### src/uart_cmd_pkg.sv
package uart_cmd_pkg;

  // serial timing
  localparam int clks_per_bit    = 434;  // 115200 baud at 50 MHz
  localparam int half_bit        = clks_per_bit / 2;
  localparam int cycle_cnt_width = $clog2(clks_per_bit);

  // command word layout
  localparam int cmd_width     = 16;
  localparam int data_width    = 8;
  localparam int cmd_write_bit = 15;  // 1 = write, 0 = read

  // idle time between the header and data frames of a write
  localparam int frame_gap_bits = 2;
  localparam int gap_cycles     = frame_gap_bits * clks_per_bit;
  localparam int gap_cnt_width  = $clog2(gap_cycles);

  typedef enum logic [2:0] {
    st_idle,
    st_send_head,
    st_gap,
    st_send_data,
    st_wait_reply
  } ctrl_state_e;

endpackage
### src/uart_cmd_top.sv
`timescale 1ns/1ps

module uart_cmd_top
  import uart_cmd_pkg::*;
(
  input  logic                  clk,
  input  logic                  rst_n,
  input  logic [cmd_width-1:0]  cmd_in,
  input  logic                  cmd_vld,
  output logic                  cmd_rdy,
  input  logic                  rx,
  output logic                  tx,
  output logic                  read_rdy,
  output logic [data_width-1:0] read_data,
  output logic                  read_err
);

  logic                  tx_start;
  logic [data_width-1:0] tx_byte;
  logic                  tx_busy;
  logic                  tx_done;
  logic                  rx_valid;
  logic [data_width-1:0] rx_byte;
  logic                  rx_err;

  uart_cmd_ctrl uart_cmd_ctrl_inst (
    .clk       (clk),
    .rst_n     (rst_n),
    .cmd_in    (cmd_in),
    .cmd_vld   (cmd_vld),
    .cmd_rdy   (cmd_rdy),
    .tx_start  (tx_start),
    .tx_byte   (tx_byte),
    .tx_busy   (tx_busy),
    .tx_done   (tx_done),
    .rx_valid  (rx_valid),
    .rx_byte   (rx_byte),
    .rx_err    (rx_err),
    .read_rdy  (read_rdy),
    .read_data (read_data),
    .read_err  (read_err)
  );

  uart_tx uart_tx_inst (
    .clk      (clk),
    .rst_n    (rst_n),
    .tx_start (tx_start),
    .tx_byte  (tx_byte),
    .tx       (tx),
    .tx_busy  (tx_busy),
    .tx_done  (tx_done)
  );

  // receiver is always listening, ctrl picks the reply
  uart_rx uart_rx_inst (
    .clk      (clk),
    .rst_n    (rst_n),
    .rx       (rx),
    .rx_valid (rx_valid),
    .rx_byte  (rx_byte),
    .rx_err   (rx_err)
  );

endmodule

### src/uart_cmd_ctrl.sv
`timescale 1ns/1ps

module uart_cmd_ctrl
  import uart_cmd_pkg::*;
(
  input  logic                  clk,
  input  logic                  rst_n,
  input  logic [cmd_width-1:0]  cmd_in,
  input  logic                  cmd_vld,
  output logic                  cmd_rdy,
  output logic                  tx_start,
  output logic [data_width-1:0] tx_byte,
  input  logic                  tx_busy,
  input  logic                  tx_done,
  input  logic                  rx_valid,
  input  logic [data_width-1:0] rx_byte,
  input  logic                  rx_err,
  output logic                  read_rdy,
  output logic [data_width-1:0] read_data,
  output logic                  read_err
);

  ctrl_state_e              state;
  logic [cmd_width-1:0]     cmd_reg;
  logic                     launched;  // frame of the current state handed to tx
  logic [gap_cnt_width-1:0] gap_cnt;

  assign cmd_rdy  = (state == st_idle);
  assign tx_start = !launched && (state == st_send_head || state == st_send_data);

  // header carries the r/w flag and address, data frame the low byte
  assign tx_byte = (state == st_send_data) ? cmd_reg[data_width-1:0] :
                                             cmd_reg[cmd_width-1 -: data_width];

  always_ff @(posedge clk) begin
    if (cmd_vld && cmd_rdy) begin
      cmd_reg <= cmd_in;
    end
  end

  always_ff @(posedge clk or negedge rst_n) begin
    if (!rst_n) begin
      state    <= st_idle;
      launched <= 1'b0;
      gap_cnt  <= '0;
      read_rdy <= 1'b0;
    end else begin
      read_rdy <= 1'b0;
      if (tx_done) begin
        launched <= 1'b0;
      end else if (tx_start) begin
        launched <= 1'b1;
      end

      case (state)
        st_idle: begin
          if (cmd_vld) begin
            state <= st_send_head;
          end
        end
        st_send_head: begin
          if (tx_done) begin
            if (cmd_reg[cmd_write_bit]) begin
              state   <= st_gap;
              gap_cnt <= '0;
            end else begin
              state <= st_wait_reply;
            end
          end
        end
        st_gap: begin
          if (gap_cnt == gap_cnt_width'(gap_cycles - 1)) begin
            state <= st_send_data;
          end else begin
            gap_cnt <= gap_cnt + 1'b1;
          end
        end
        st_send_data: begin
          if (tx_done) begin
            state <= st_idle;
          end
        end
        st_wait_reply: begin
          if (rx_valid) begin
            state    <= st_idle;
            read_rdy <= 1'b1;
          end
        end
        default: state <= st_idle;
      endcase
    end
  end

  // reply payload, held until the next read
  always_ff @(posedge clk) begin
    if (state == st_wait_reply && rx_valid) begin
      read_data <= rx_byte;
      read_err  <= rx_err;
    end
  end

  a_start_idle : assert property (@(posedge clk) disable iff (!rst_n)
    tx_start |-> !tx_busy)
    else $error("uart_cmd_ctrl: tx_start while transmitter busy");

  a_read_rdy_src : assert property (@(posedge clk) disable iff (!rst_n)
    read_rdy |-> (state == st_idle) && ($past(state) == st_wait_reply))
    else $error("uart_cmd_ctrl: read_rdy outside reply completion");

endmodule

### src/uart_rx.sv
`timescale 1ns/1ps

module uart_rx
  import uart_cmd_pkg::*;
(
  input  logic                  clk,
  input  logic                  rst_n,
  input  logic                  rx,
  output logic                  rx_valid,
  output logic [data_width-1:0] rx_byte,
  output logic                  rx_err
);

  logic                       rx_meta;
  logic                       rx_sync;
  logic                       rx_prev;
  logic                       active;
  logic [cycle_cnt_width-1:0] cycle_cnt;
  logic [3:0]                 bit_idx;   // 0 start, then data, parity, stop, tail
  logic [data_width-1:0]      data_sr;
  logic                       par_bit;
  logic                       stop_bit;
  logic                       tick;

  // start check and tail wait half a bit, the rest a full bit
  always_comb begin
    if (bit_idx == 4'd0) begin
      tick = (cycle_cnt == cycle_cnt_width'(half_bit - 1));
    end else if (bit_idx == 4'(data_width + 3)) begin
      tick = (cycle_cnt == cycle_cnt_width'(half_bit - 4));  // short, keeps next edge
    end else begin
      tick = (cycle_cnt == cycle_cnt_width'(clks_per_bit - 1));
    end
  end

  always_ff @(posedge clk or negedge rst_n) begin
    if (!rst_n) begin
      rx_meta   <= 1'b1;
      rx_sync   <= 1'b1;
      rx_prev   <= 1'b1;
      active    <= 1'b0;
      cycle_cnt <= '0;
      bit_idx   <= '0;
      rx_valid  <= 1'b0;
    end else begin
      rx_meta  <= rx;
      rx_sync  <= rx_meta;
      rx_prev  <= rx_sync;
      rx_valid <= 1'b0;
      if (!active) begin
        if (rx_prev && !rx_sync) begin  // falling edge
          active    <= 1'b1;
          cycle_cnt <= '0;
          bit_idx   <= '0;
        end
      end else if (tick) begin
        cycle_cnt <= '0;
        bit_idx   <= bit_idx + 1'b1;
        if (bit_idx == 4'd0 && rx_sync) begin
          active <= 1'b0;  // glitch
        end else if (bit_idx == 4'(data_width + 3)) begin
          active   <= 1'b0;
          rx_valid <= 1'b1;
        end
      end else begin
        cycle_cnt <= cycle_cnt + 1'b1;
      end
    end
  end

  // bit sampling and result registers
  always_ff @(posedge clk) begin
    if (active && tick) begin
      if (bit_idx >= 4'd1 && bit_idx <= 4'(data_width)) begin
        data_sr <= {rx_sync, data_sr[data_width-1:1]};  // lsb first
      end else if (bit_idx == 4'(data_width + 1)) begin
        par_bit <= rx_sync;
      end else if (bit_idx == 4'(data_width + 2)) begin
        stop_bit <= rx_sync;
      end else if (bit_idx == 4'(data_width + 3)) begin
        rx_byte <= data_sr;
        rx_err  <= (^data_sr ^ par_bit) | ~stop_bit;
      end
    end
  end

  a_valid_pulse : assert property (@(posedge clk) disable iff (!rst_n)
    rx_valid |=> !rx_valid)
    else $error("uart_rx: rx_valid held longer than one cycle");

endmodule

### src/uart_tx.sv
`timescale 1ns/1ps

module uart_tx
  import uart_cmd_pkg::*;
(
  input  logic                  clk,
  input  logic                  rst_n,
  input  logic                  tx_start,
  input  logic [data_width-1:0] tx_byte,
  output logic                  tx,
  output logic                  tx_busy,
  output logic                  tx_done
);

  logic [data_width+1:0]      frame_sr;  // data, parity, stop
  logic [cycle_cnt_width-1:0] cycle_cnt;
  logic [3:0]                 bit_cnt;   // 0 = start bit
  logic                       last_cycle;
  logic                       bit_end;

  // stop bit ends one cycle early so done lands exactly 11 bit times after start
  assign last_cycle = (bit_cnt == 4'(data_width + 2)) &&
                      (cycle_cnt == cycle_cnt_width'(clks_per_bit - 2));
  assign bit_end    = (cycle_cnt == cycle_cnt_width'(clks_per_bit - 1));

  always_ff @(posedge clk or negedge rst_n) begin
    if (!rst_n) begin
      tx        <= 1'b1;
      tx_busy   <= 1'b0;
      tx_done   <= 1'b0;
      cycle_cnt <= '0;
      bit_cnt   <= '0;
    end else begin
      tx_done <= 1'b0;
      if (!tx_busy && tx_start) begin
        tx        <= 1'b0;  // start bit
        tx_busy   <= 1'b1;
        cycle_cnt <= '0;
        bit_cnt   <= '0;
      end else if (tx_busy) begin
        if (last_cycle) begin
          tx_busy <= 1'b0;
          tx_done <= 1'b1;
        end else if (bit_end) begin
          cycle_cnt <= '0;
          bit_cnt   <= bit_cnt + 1'b1;
          tx        <= frame_sr[0];
        end else begin
          cycle_cnt <= cycle_cnt + 1'b1;
        end
      end
    end
  end

  // payload shifter
  always_ff @(posedge clk) begin
    if (!tx_busy && tx_start) begin
      frame_sr <= {1'b1, ^tx_byte, tx_byte};  // even parity
    end else if (tx_busy && bit_end) begin
      frame_sr <= {1'b1, frame_sr[data_width+1:1]};
    end
  end

  // line must idle high between frames
  a_idle_high : assert property (@(posedge clk) disable iff (!rst_n)
    !tx_busy |-> tx)
    else $error("uart_tx: tx low while idle");

endmodule

### config.mk
export PLATFORM = sky130hd
export DESIGN_NAME = uart_cmd_top
export DESIGN_NICKNAME = d
export VERILOG_FILES = /design/src/uart_cmd_pkg.sv /design/src/uart_cmd_top.sv /design/src/uart_cmd_ctrl.sv /design/src/uart_rx.sv /design/src/uart_tx.sv
export SDC_FILE = /design/constraint.sdc
export NUM_CORES = 1
export LEC_CHECK = 0
export ABC_CLOCK_PERIOD_IN_PS = 3300
export BUFFER_PORTS_ARGS = -buffer_cell sky130_fd_sc_hd__buf_4
export CAP_MARGIN = 40
export CORE_AREA = 2 2 129 131
export CTS_BUF_LIST = sky130_fd_sc_hd__clkbuf_4 sky130_fd_sc_hd__clkbuf_8
export DETAILED_ROUTE_END_ITERATION = 6
export DIE_AREA = 0 0 131 133
export PLACE_DENSITY_LB_ADDON = 0.08
export SLEW_MARGIN = 0
export SYNTH_ARGS = -nofsm -noshare
export SYNTH_HDL_FRONTEND = slang
export SYNTH_HIERARCHICAL = 1
export SYNTH_SLANG_ARGS = --single-unit
### constraint.sdc
create_clock -name clk -period 3.3 [get_ports clk]
set_input_delay 0.66 -clock clk [delete_from_list [all_inputs] [get_ports clk]]
set_output_delay 0.66 -clock clk [all_outputs]
set_load 0.02 [all_outputs]
# Word-level counts from Yosys, hierarchy flattened
# Cells that the tools add are included.
# totals
register_bits	102
latch_bits	0
ramBits	0
romBits	0
inputBits	20
output_inout_bits	12
word_cells	147
memories	0
# op_classes
add_sub_neg	5
mul	0
div_mod_pow	0
order_cmp	2
eq_ne	23
shift	0
mux	53
n_bitwise	6
reduce_logical	33
# ops
cell	n
$mux W9	9
$mux W10	3
$mux W4	7
$eq A9 B9 Y1 const B	3
$mux W1	25
$pmux W10 S2	1
$add A9 B1 Y9 const B	2
$eq A9 B8 Y1 const B	2
$mux W3	6
$eq A4 B4 Y1 const B	4
$reduce_xor A8 Y1	2
$pmux W3 S5	1
$reduce_bool A2 Y1	6
$add A10 B1 Y10 const B	1
$eq A10 B10 Y1 const B	1
$logic_and A1 B1 Y1	10
$ne A2 B1 Y1 const B	5
$reduce_and A5 Y1	2
$add A4 B1 Y4 const B	2
$mux W8	1
$ne A2 B2 Y1 const B	4
$reduce_and A4 Y1	2
$eq A3 B2 Y1 const B	2
$reduce_and A2 Y1	3
other kinds (12)	18

# Depth between registers and ports, before layout
# Gate-level depths: netlist of run 1.
# logic_depth
word_depth	6
ltp_mapped	9
depth_no_buf	8

# Cells and area by module
# Netlist of run 1, hierarchy kept.
# modules_own_cells
mod	n_inst	cells_per_inst	area_each_um2	seq_area_each_um2
uart_rx	1	137	1709.1	1024.7
uart_cmd_ctrl	1	121	1665.3	1126.1
uart_tx	1	122	1342.5	671.9

# Least setup slack after synthesis of run 1
# OpenSTA, ideal clock, no wires.
# synth_timing
path_type	register to register
startpoint	register uart_rx_inst.bit_idx[0]
endpoint	register uart_rx_inst.rx_byte[0] (enable)
setup_time_ps	389
t_arrival_ps	2404
required_time_ps	2911
path_slack_ps	507
stages_incl_launch_ff	8
n_path_buf	0
period_less_slack_ps	2793
path_cell_list	dfrtp_1 > ha_1 > nand3b_4 > or4b_1 > o21ai_2 > and3_4 > and3_1 > nor3b_1
# synth_between
elab_chain_len	5
elab_cells_between_ends	14
cone_classes	order compare: 2; eq/ne: 3; mux: 2; bitwise: 3; reduce/logical: 4
# synth_rtl
element	line	text
start: declaration	uart_rx.sv:19	logic [3:0] bit_idx;
start signal: assignment	uart_rx.sv:58	bit_idx <= bit_idx + 1'b1;
$eq A4 B4 Y1	uart_rx.sv:29, uart_rx.sv:80	
$mux W1	uart_rx.sv:29	end else if (bit_idx == 4'(data_width + 3)) begin
$mux W1	uart_rx.sv:27	if (bit_idx == 4'd0) begin
$logic_and A1 B1 Y1	uart_rx.sv:73	if (active && tick) begin
$reduce_and A5 Y1 (no source line) (*)	-	
end signal: assignment	uart_rx.sv:81	rx_byte <= data_sr;
end: declaration	uart_rx.sv:10	output logic [data_width-1:0] rx_byte,
# Mark *: on every way between the ends. The rest lies on a longest branch, timed or not.
# A chain may end at the register's enable or synchronous reset.

# Worst setup path after layout of run 1
# layout_timing
startpoint	register uart_rx_inst.bit_idx[0]
endpoint	register uart_rx_inst.data_sr[7] (enable)
# layout_between
elab_chain_len	5
elab_cells_between_ends	9
cone_classes	order compare: 2; eq/ne: 1; mux: 2; reduce/logical: 4
# layout_rtl
element	line	text
$eq A4 B4 Y1	uart_rx.sv:29	
$mux W1	uart_rx.sv:29	
$mux W1	uart_rx.sv:27	
$logic_and A1 B1 Y1	uart_rx.sv:73	
$reduce_and A2 Y1 (no source line) (*)	-	
end signal: assignment	uart_rx.sv:75	data_sr <= {rx_sync, data_sr[data_width-1:1]};
end: declaration	uart_rx.sv:20	logic [data_width-1:0] data_sr;
# Marked as above.

==> qor.yml, run 1 <==
synth_most_common_cell: "edfxtp_1"
boundaryPins: 32
area_growth_pct: 14.16
r2r-end: "uart_rx_inst/data_sr[7]"
grt_pass1_vias: 2966
dpl_cell_area_um2: 5186
via_per_inst: 4.560
crit_family: "simple AND/OR/NAND/NOR gates"
pre_cts_ws_ns: 0.5657
maxCapViolCount: 0
die_y_um: 133
ys_top_cells_by_count: "53 x edfxtp_1, 45 x dfrtp_1, 29 x nand2_1, 23 x nor2_1, 19 x inv_1"
cellLeakagePower_nw: 2.103
crit_path_end_kind: "flip-flop"
syn_area_um2: 4717
cts_resized: 0
cts_setup_buffers: 0
min_period_ns: 2.717
place.gp.congestion: 0.7258
path_clk_slew_ns: 0.11
antenna_cells: 0
cts_buffer_depth: 2
cp-start-kind: "flip-flop"
final_nets: 445
synth_seq_area_share: 0.5984
synth.net_count: 411
cts_buffers: 9
dieWidth_um: 131
timing.hold.ws_ns: 0.3111
drcViolationCount: 0
drt_iter0_markers: 171
antenna_found_initial: 0
cp_max_fo: 12
path_cells: "ha_1, nand3b_4, or4b_1, o21ai_2, and3_4, nand2_4, nor2_1"
clock_sinks: 102
yosysWarnings: 6
dp_hpwl_um: 6040
wl_per_cell_um: 14.02
synth-seq-cells: 102
ff2ff_path_depth: 7
rows: 47
syn_inst: 380
finalInstanceArea_um2: 5385
dieArea_um2: 17420
drt_first_pass_iters: 4
grt_pass1_wl_um: 15410
ant_nets: 0
num_vias: 2914
rrSetupSlack_ns: 0.58
slew_headroom: 0.4819
core-area_um2: 16170
cts_tree: "built"
setup_tns_ns: 0
drive_above_1_share: 0.1933
finalWirelength_um: 8957
hold_path_class: "in2async"
status: "finished clean"
grt_usage: 0.1135
timing.fmax_mhz: 368.1
cts_hold_buf: 0
critical_path_required_ns: 3.31
portBuffers: 31
synth_edf_count: 53
final_max_slew_viol_count: 0
grt_max_degree: 50
synth_area_per_cell_um2: 12.41
synthTopCellsByArea: "edfxtp_1 34%, dfrtp_1 24%, mux2_2 4.1%"
worst_pin_slew_ns: 0.7772
yosysUniqueCellTypes: 64
powerDensity_nw_per_um2: 471.1
cpMaxStageDelayCell: "nor2_1"
clock_latency_ns: 0.37
synth_flop_cell: "edfxtp_1"
final_hold_viol_count: 0
initial_core_util: 0.2917
rr_startpoint: "uart_rx_inst/bit_idx[0]"
root_buffer: "clkbuf_8"
async_reset_ff_frac: 0.4804
yosys.area.top_type: "edfxtp_1"
critPathKind: "reg2reg"
cpPeakStageDelay_ns: 0.51
worst_slack_ns: 0.5835
arrival_ns: 2.72
fin_worst_skew_ns: 0.01093
post-route-period-util: 0.8232
crit_buf_inv: 0
overflow: 0
netlist.area_leader.share: 0.3374
rsz0062_at_grt: "false"
peakVddDrop_v: 0.0002086
htreeDepth: 3
total_power_mw: 2.537
largest_reg_flops: 16
finalSetupViolations: 0
==> cell usage in the layout (no fill, tap or decap), drive strengths merged, types with 4 or more instances in the layout <==
cell type and n:
edfxtp 53, nand3 10, nand4b 4, xor2 4, nor3 10, nand2 30, clkbuf 10, and3 9
dfrtp 45, nor3b 5, ha 11, a21oi 13, o22ai 4, a22o 4, nand4 5, or3 5
nor2b 4, mux2 17, dfstp 4, xnor2 18, nor2 23, o21ai 19, inv 22, o31ai 6
buf 35
==> cell families (layout without fill, tap and decap cells) <==
logic type	after synthesis	in the layout	synth area share
flops	102	102	0.5984
simple gates	126	126	0.1589
buf+inv	31	70	0.02971
compound gates	68	68	0.09602
mux	20	20	0.04695
fa+ha+maj	11	11	0.02918
xor+xnor	22	22	0.04085
==> power breakdown <==
group / total, mW / leakage, nW / switching (mW) / internal, mW
Combinational: 0.217 / 0.895 / 0.111 / 0.106
Clock: 0.824 / 0.0988 / 0.458 / 0.366
Sequential: 1.50 / 1.11 / 0.0995 / 1.40
Total: 2.54 / 2.10 / 0.669 / 1.87
==> stage by stage <==
step             util  cells
2_1_floorplan       -    380
3_3_place_gp   0.3207    623
3_5_place_dp   0.3207    623
4_1_cts        0.3330    639
5_1_grt        0.3330    639
6_report       0.3330    639
==> metal layers <==
metal | GRT usage | wire length, µm
met5 | 0 | 0
met4 | 0.03783 | 116
met3 | 0.03356 | 315
met2 | 0.1566 | 3881
met1 | 0.1691 | 4643
==> how the worst max path moves through the flow <==
stage	start	end	slack, ns	cells past startpoint
4_1_cts	uart_rx_inst/bit_idx[0]	uart_rx_inst/data_sr[7]	0.54	7
5_1_grt	uart_rx_inst/bit_idx[0]	uart_rx_inst/data_sr[7]	0.40	7
2_1_floorplan	uart_rx_inst/bit_idx[0]	uart_rx_inst/rx_byte[0]	0.51	7
3_5_place_dp	uart_rx_inst/bit_idx[0]	uart_rx_inst/data_sr[4]	0.57	7
3_3_place_gp	uart_rx_inst/bit_idx[0]	uart_rx_inst/data_sr[1]	0.62	7
6_report	uart_rx_inst/bit_idx[0]	uart_rx_inst/data_sr[7]	0.58	7
==> layout make-up <==
class | instances | area [µm²]
Fill cell | 1634 | 10790
Sequential cell | 102 | 2823
Multi-Input combinational cell | 247 | 1754
Tap cell | 220 | 275.3
Timing Repair Buffer | 35 | 262.8
Clock buffer | 10 | 131.4
Inverter | 19 | 71.32
Clock inverter | 6 | 67.56
==> worst register-to-register path, cell delays in order (launching register included) <==
cell	delay, ns
dfrtp_1	0.44
ha_1	0.30
nand3b_4	0.11
or4b_1	0.49
o21ai_2	0.10
and3_4	0.32
nand2_4	0.08
nor2_1	0.51
No activity file was read; power rests on OpenSTA's default activity.
==> run 2: changes to the inputs <==
--- a/config.mk
+++ b/config.mk
@@ -5,7 +5,7 @@
 export SDC_FILE = /design/constraint.sdc
 export NUM_CORES = 1
 export LEC_CHECK = 0
-export ABC_CLOCK_PERIOD_IN_PS = 3300
+export ABC_CLOCK_PERIOD_IN_PS = 2600
 export BUFFER_PORTS_ARGS = -buffer_cell sky130_fd_sc_hd__buf_4
 export CAP_MARGIN = 40
 export CORE_AREA = 2 2 129 131
==> constraint.sdc (replaced) <==
create_clock -name clk -period 2.6 [get_ports clk]
set_input_delay 0.52 -clock clk [delete_from_list [all_inputs] [get_ports clk]]
set_output_delay 0.52 -clock clk [all_outputs]
set_load 0.02 [all_outputs]
==> run 2 against run 1 <==
  * Sequential cell count did not move
  * Critical path type unchanged
  * Sequential share of layout area is 0.61 points lower
  * First-iteration DRC count up 0.58%
  * Highest routed layer unchanged
  * Critical endpoint is now uart_rx_inst/rx_byte[7]
==> qor.yml, run 2 (same netlist as run 1, synthesis figures left out) <==
dp_hpwl_um: 6130  # +1.5%
grt_max_degree: 50  # unchanged
finalSetupViolations: 0  # unchanged
critPathKind: "reg2reg"
r2r-end: "uart_rx_inst/rx_byte[7]"
place.gp.congestion: 0.8005  # +10%
fin_worst_skew_ns: 0.01417  # +0.003246 ns
final_cells: 648  # +1.4%
arrival_ns: 2.55  # -0.17 ns
grt_usage: 0.1149  # +0.001409
core-area_um2: 16170  # unchanged
drt_first_pass_iters: 4  # unchanged
dpl_cell_area_um2: 5259  # +1.4%
hold_path_class: "in2async"
powerDensity_nw_per_um2: 572.2  # +21%
root_buffer: "clkbuf_8"
path_clk_slew_ns: 0.11  # about the same
antenna_cells: 0  # unchanged
antenna_found_initial: 0  # unchanged
dieArea_um2: 17420  # unchanged
internal-power_mw: 2.267  # +21%
boundaryPins: 32  # unchanged
worst_pin_slew_ns: 0.6699  # -0.1073 ns
drive_above_1_share: 0.2173  # +0.02397
timing.hold.ws_ns: 0.1477  # -0.1635 ns
min_period_ns: 2.459  # -0.2570 ns
final_max_slew_viol_count: 0  # unchanged
overflow: 0  # unchanged
pre_cts_ws_ns: 0.1344  # -0.4313 ns
cts_buffers: 9  # unchanged
via_per_inst: 4.676  # +2.5%
p_seq_frac: 0.609  # +0.019
mostFrequentLayoutCell: "edfxtp_1"
switching_power_uw: 850.4  # +27%
final_nets: 454  # +2.0%
grt_pass1_vias: 3015  # +1.7%
initial_core_util: 0.2917  # unchanged
layout_common_cells: "53 x edfxtp_1, 45 x dfrtp_1, 43 x buf_4"
combPwrFrac: 0.087  # about the same
htreeDepth: 3  # unchanged
timing.fmax_mhz: 406.6  # +10%
fill_cells: 1617  # -1.0%
cp_max_fo: 9  # -3
maxCapViolCount: 0  # unchanged
area_growth_pct: 15.52
slew_headroom: 0.5534  # +0.07152
clock_sinks: 102  # unchanged
wl_per_cell_um: 14.01  # about the same
cellLeakagePower_nw: 2.146  # +2.0%
cts_hold_buf: 0  # unchanged
status: "finished clean"
multi_input_area_um2: 1767  # +0.71%
ff2ff_path_depth: 8  # +1
drt_iter0_markers: 172  # +0.58%
rows: 47  # unchanged
worst_slack_ns: 0.1405  # -0.4430 ns
critical_path_required_ns: 2.69  # -0.62 ns
post-route-period-util: 0.9460  # +0.1228
die_y_um: 133  # unchanged
p_sw_frac: 0.2728  # +0.009232
drcViolationCount: 0  # unchanged
cts_buffer_depth: 2  # unchanged
ant_nets: 0  # unchanged
dieWidth_um: 131  # unchanged
fin_util: 0.3369  # +0.003946
portBuffers: 31  # unchanged
place_inst: 632  # +1.4%
cts_tree: "built"
finalWirelength_um: 9079  # +1.4%
largest_reg_flops: 16  # unchanged
clock_latency_ns: 0.38  # about the same
rr_startpoint: "uart_rx_inst/bit_idx[0]"
peakVddDrop_v: 0.0002111  # +1.2%
rrSetupSlack_ns: 0.14  # -0.44 ns
finalInstanceArea_um2: 5449  # +1.2%
ff_latch_area_um2: 2823  # unchanged
grt_pass1_wl_um: 15520  # +0.67%
crit_path_end_kind: "flip-flop"
clkPwrFrac: 0.305  # -0.020
final_hold_viol_count: 0  # unchanged
setup_tns_ns: 0  # unchanged
total_power_mw: 3.118  # +23%
cp-start-kind: "flip-flop"
rsz0062_at_grt: "false"
num_vias: 3030  # +4.0%
[run 2: metal layers]
| metal | part of all wire | track usage | vias to the layer above | wire (µm) |
|---|---|---|---|---|
| li1 | - | - | 1483 | - |
| met5 | 0 | 0 | - | 0 |
| met4 | 0.029 | 0.06442 | 0 | 265 |
| met2 | 0.42 | 0.1580 | 60 | 3797 |
| met1 | 0.52 | 0.1676 | 1468 | 4697 |
| met3 | 0.035 | 0.02264 | 19 | 318 |
[run 2: worst max path at each step]
| stage | from | end | slack (ns) | depth (start not counted) |
|---|---|---|---|---|
| after floorplan | uart_rx_inst/bit_idx[0] | uart_rx_inst/rx_byte[0] | 0.13 | 7 |
| after global placement | uart_rx_inst/bit_idx[0] | uart_rx_inst/rx_byte[7] | 0.19 | 8 |
| after detailed placement | uart_rx_inst/bit_idx[0] | uart_rx_inst/rx_byte[7] | 0.13 | 8 |
| after CTS | uart_rx_inst/bit_idx[0] | uart_rx_inst/rx_byte[7] | 0.1 | 8 |
| after global routing | uart_rx_inst/bit_idx[0] | uart_rx_inst/rx_byte[7] | 0.006 | 9 |
| final | uart_rx_inst/bit_idx[0] | uart_rx_inst/rx_byte[7] | 0.14 | 8 |
[run 2: what timing repair did]
action                                  in CTS  in global routing
setup buffers                                0                  0
endpoints found under the setup margin       0                  9
resized for setup                            0                  3
[run 2: worst max-delay path, cell delays in order, from the launching register on]
cell,delay (ns)
dfrtp_1,0.42
ha_2,0.24
nand3b_4,0.11
or4b_1,0.50
o21ai_2,0.10
and3_4,0.28
and3_1,0.17
nor3b_2,0.18
buf_6,0.17
[run 2: cell type report]
class | count | share of cell area
clock buffer | 9 | 0.02273
clock inverter | 7 | 0.01010
inverter | 19 | 0.01309
multi-input combinational | 247 | 0.3242
sequential | 102 | 0.5180
tap | 220 | 0.05052
timing repair buffer | 44 | 0.06131
[run 2: power by group through the flow]
stage          Sequential [mW]  Combinational (mW)  Clock, mW
5_1_grt                   1.92               0.319       1.07
3_5_place_dp              1.93               0.270          0
3_3_place_gp              1.93               0.265          0
4_1_cts                   1.90               0.273       1.01
2_1_floorplan             1.89               0.197          0
6_report                  1.90               0.270      0.950
==> run 3: changes to the inputs <==
--- a/config.mk
+++ b/config.mk
@@ -6,13 +6,14 @@
 export NUM_CORES = 1
 export LEC_CHECK = 0
 export ABC_CLOCK_PERIOD_IN_PS = 2600
-export BUFFER_PORTS_ARGS = -buffer_cell sky130_fd_sc_hd__buf_4
+export BUFFER_PORTS_ARGS = -buffer_cell sky130_fd_sc_hd__buf_2
 export CAP_MARGIN = 40
 export CORE_AREA = 2 2 129 131
 export CTS_BUF_LIST = sky130_fd_sc_hd__clkbuf_4 sky130_fd_sc_hd__clkbuf_8
 export DETAILED_ROUTE_END_ITERATION = 6
 export DIE_AREA = 0 0 131 133
 export PLACE_DENSITY_LB_ADDON = 0.08
+export SKIP_LAST_GASP = 1
 export SLEW_MARGIN = 0
 export SYNTH_ARGS = -nofsm -noshare
 export SYNTH_HDL_FRONTEND = slang
==> run 3 against run 2 <==
  * Final cell count fell by 0.15%
  * Setup slack improved by 0.060 ns
  * Critical path depth did not move
  * Maximum frequency rose by 2.5%
  * Utilization fell by 0.45 points
  * Count of clock-buffer cells in the layout rose by 1
==> qor.yml, run 3 (same netlist as run 1, synthesis figures left out) <==
status: "finished clean"
drcViolationCount: 0  # unchanged
grt_pass1_wl_um: 15320  # -1.3%
htreeDepth: 3  # unchanged
setup_tns_ns: 0  # unchanged
dieWidth_um: 131  # unchanged
place_inst: 631  # -0.16%
worstHoldPathCells: 1
fill_cells: 1633  # +0.99%
ant_nets: 0  # unchanged
dieArea_um2: 17420  # unchanged
via_per_inst: 4.570  # -2.3%
timing.fmax_mhz: 416.8  # +2.5%
cts_buffer_depth: 2  # unchanged
drt_first_pass_iters: 4  # unchanged
finalSetupViolations: 0  # unchanged
slew_headroom: 0.5498  # -0.003601
cts_setup_buffers: 0  # unchanged
dpl_cell_area_um2: 5174  # -1.6%
cellLeakagePower_nw: 2.121  # -1.1%
antenna_found_initial: 0  # unchanged
critPathKind: "reg2reg"
drt_iter0_markers: 175  # +1.7%
cts_buffers: 9  # unchanged
clock_latency_ns: 0.38  # about the same
root_buffer: "clkbuf_8"
fin_worst_skew_ns: 0.01472  # +0.0005476 ns
layout_common_cells: "53 x edfxtp_1, 45 x dfrtp_1, 31 x buf_2"
die_y_um: 133  # unchanged
worst_pin_slew_ns: 0.6753  # +0.005402 ns
clock_sinks: 102  # unchanged
area_growth_pct: 13.98
grt_usage: 0.1138  # -0.001184
initial_core_util: 0.2917  # unchanged
wl_per_cell_um: 14.10  # +0.65%
core-area_um2: 16170  # unchanged
maxCapViolCount: 0  # unchanged
boundaryPins: 32  # unchanged
final_nets: 453  # -0.22%
dp_hpwl_um: 6187  # +0.92%
min_period_ns: 2.399  # -0.06014 ns
grt_pass1_vias: 2960  # -1.8%
critical_path_required_ns: 2.68  # about the same
ff2ff_path_depth: 8  # unchanged
peakVddDrop_v: 0.0002917  # +38%
mostFrequentLayoutCell: "edfxtp_1"
post-route-period-util: 0.9228  # -0.02313
place.gp.congestion: 0.7367  # -8.0%
hold_path_class: "in2reg"
crit_path_end_kind: "flip-flop"
finalWirelength_um: 9124  # +0.50%
num_vias: 2957  # -2.4%
grt_max_degree: 50  # unchanged
largest_reg_flops: 16  # unchanged
final_max_slew_viol_count: 0  # unchanged
path_clk_slew_ns: 0.10  # about the same
finalInstanceArea_um2: 5376  # -1.3%
cp-start-kind: "flip-flop"
powerDensity_nw_per_um2: 595.2  # +4.0%
rsz0062_at_grt: "false"
antenna_cells: 0  # unchanged
rows: 47  # unchanged
overflow: 0  # unchanged
final_cells: 647  # -0.15%
cts_tree: "built"
drive_above_1_share: 0.2131  # -0.004175
arrival_ns: 2.48  # -0.07 ns
final_hold_viol_count: 0  # unchanged
cp_max_fo: 9  # unchanged
portBuffers: 31  # unchanged
run 3: changes by cell type in the layout (fill, tap and decap cells not counted), sizes merged:
cell / before / now
buf: 44 / 43
inv: 22 / 21
clkbuf: 9 / 10
bufinv: 0 / 1
clkinv: 4 / 3
run 3: layer usage:
layer | track usage | share of wire | vias up
met2 | 0.1563 | 0.44 | 50
met3 | 0.02548 | 0.034 | 14
met1 | 0.1693 | 0.51 | 1407
li1 | - | - | 1486
met5 | 0 | 0 | -
met4 | 0.05142 | 0.018 | 0
run 3: layout make-up:
type / count / area [µm²] / share of cell area
Clock inverter: 6 / 68.82 / 0.01280
Multi-Input combinational cell: 247 / 1762 / 0.3277
Clock buffer: 10 / 131.4 / 0.02444
Sequential cell: 102 / 2823 / 0.5250
Inverter: 19 / 71.32 / 0.01327
Timing Repair Buffer: 43 / 245.2 / 0.04561
Tap cell: 220 / 275.3 / 0.05120
run 3: metrics by stage:
stage / setup slack [ns] / total power, mW / utilization / hold slack, ns
after floorplan: 0.1261 / 2.088 / - / 0.2244
after global placement: 0.1760 / 2.191 / 0.3199 / 0.3482
after detailed placement: 0.1739 / 2.198 / 0.3199 / 0.3490
after CTS: 0.1561 / 3.265 / 0.3323 / 0.2084
after global routing: 0.01323 / 3.390 / 0.3325 / 0.1924
final: 0.2007 / 3.200 / 0.3325 / 0.2379
run 3: worst paths after layout:
| check | from | to | slack, ns |
|---|---|---|---|
| worst max-delay path | uart_rx_inst/bit_idx[0] | uart_rx_inst/rx_byte[7] | 0.20 |
| worst max register to register | uart_rx_inst/bit_idx[0] | uart_rx_inst/rx_byte[7] | 0.20 |
| worst min register to register | uart_rx_inst/rx_meta | uart_rx_inst/rx_sync | 0.36 |
| worst min-delay path | rx | uart_rx_inst/rx_meta | 0.24 |
| min in group asynchronous | rst_n | uart_rx_inst/bit_idx[2] | 0.26 |
| max in group asynchronous | rst_n | uart_cmd_ctrl_inst/gap_cnt[3] | 1.89 |
run 3: where the power goes:
group	internal, mW	switching, mW	total [mW]
logic	0.127	0.136	0.263
clock network	0.464	0.575	1.04
registers	1.77	0.126	1.90
run 3: timing repair:
| item | CTS | global route |
|---|---|---|
| gates resized for setup | 0 | 1 |
| endpoints found under the setup margin | 0 | 9 |
| hold buffers | 0 | 0 |
run 3: worst max-delay path, cell delays in order, from the launching register on:
cell and delay [ns]:
dfrtp_1 0.43, ha_2 0.26, nand3b_4 0.10, or4b_1 0.49, o21ai_2 0.09, and3_4 0.22, and3_1 0.16, nor3b_2 0.15
buf_4 0.20
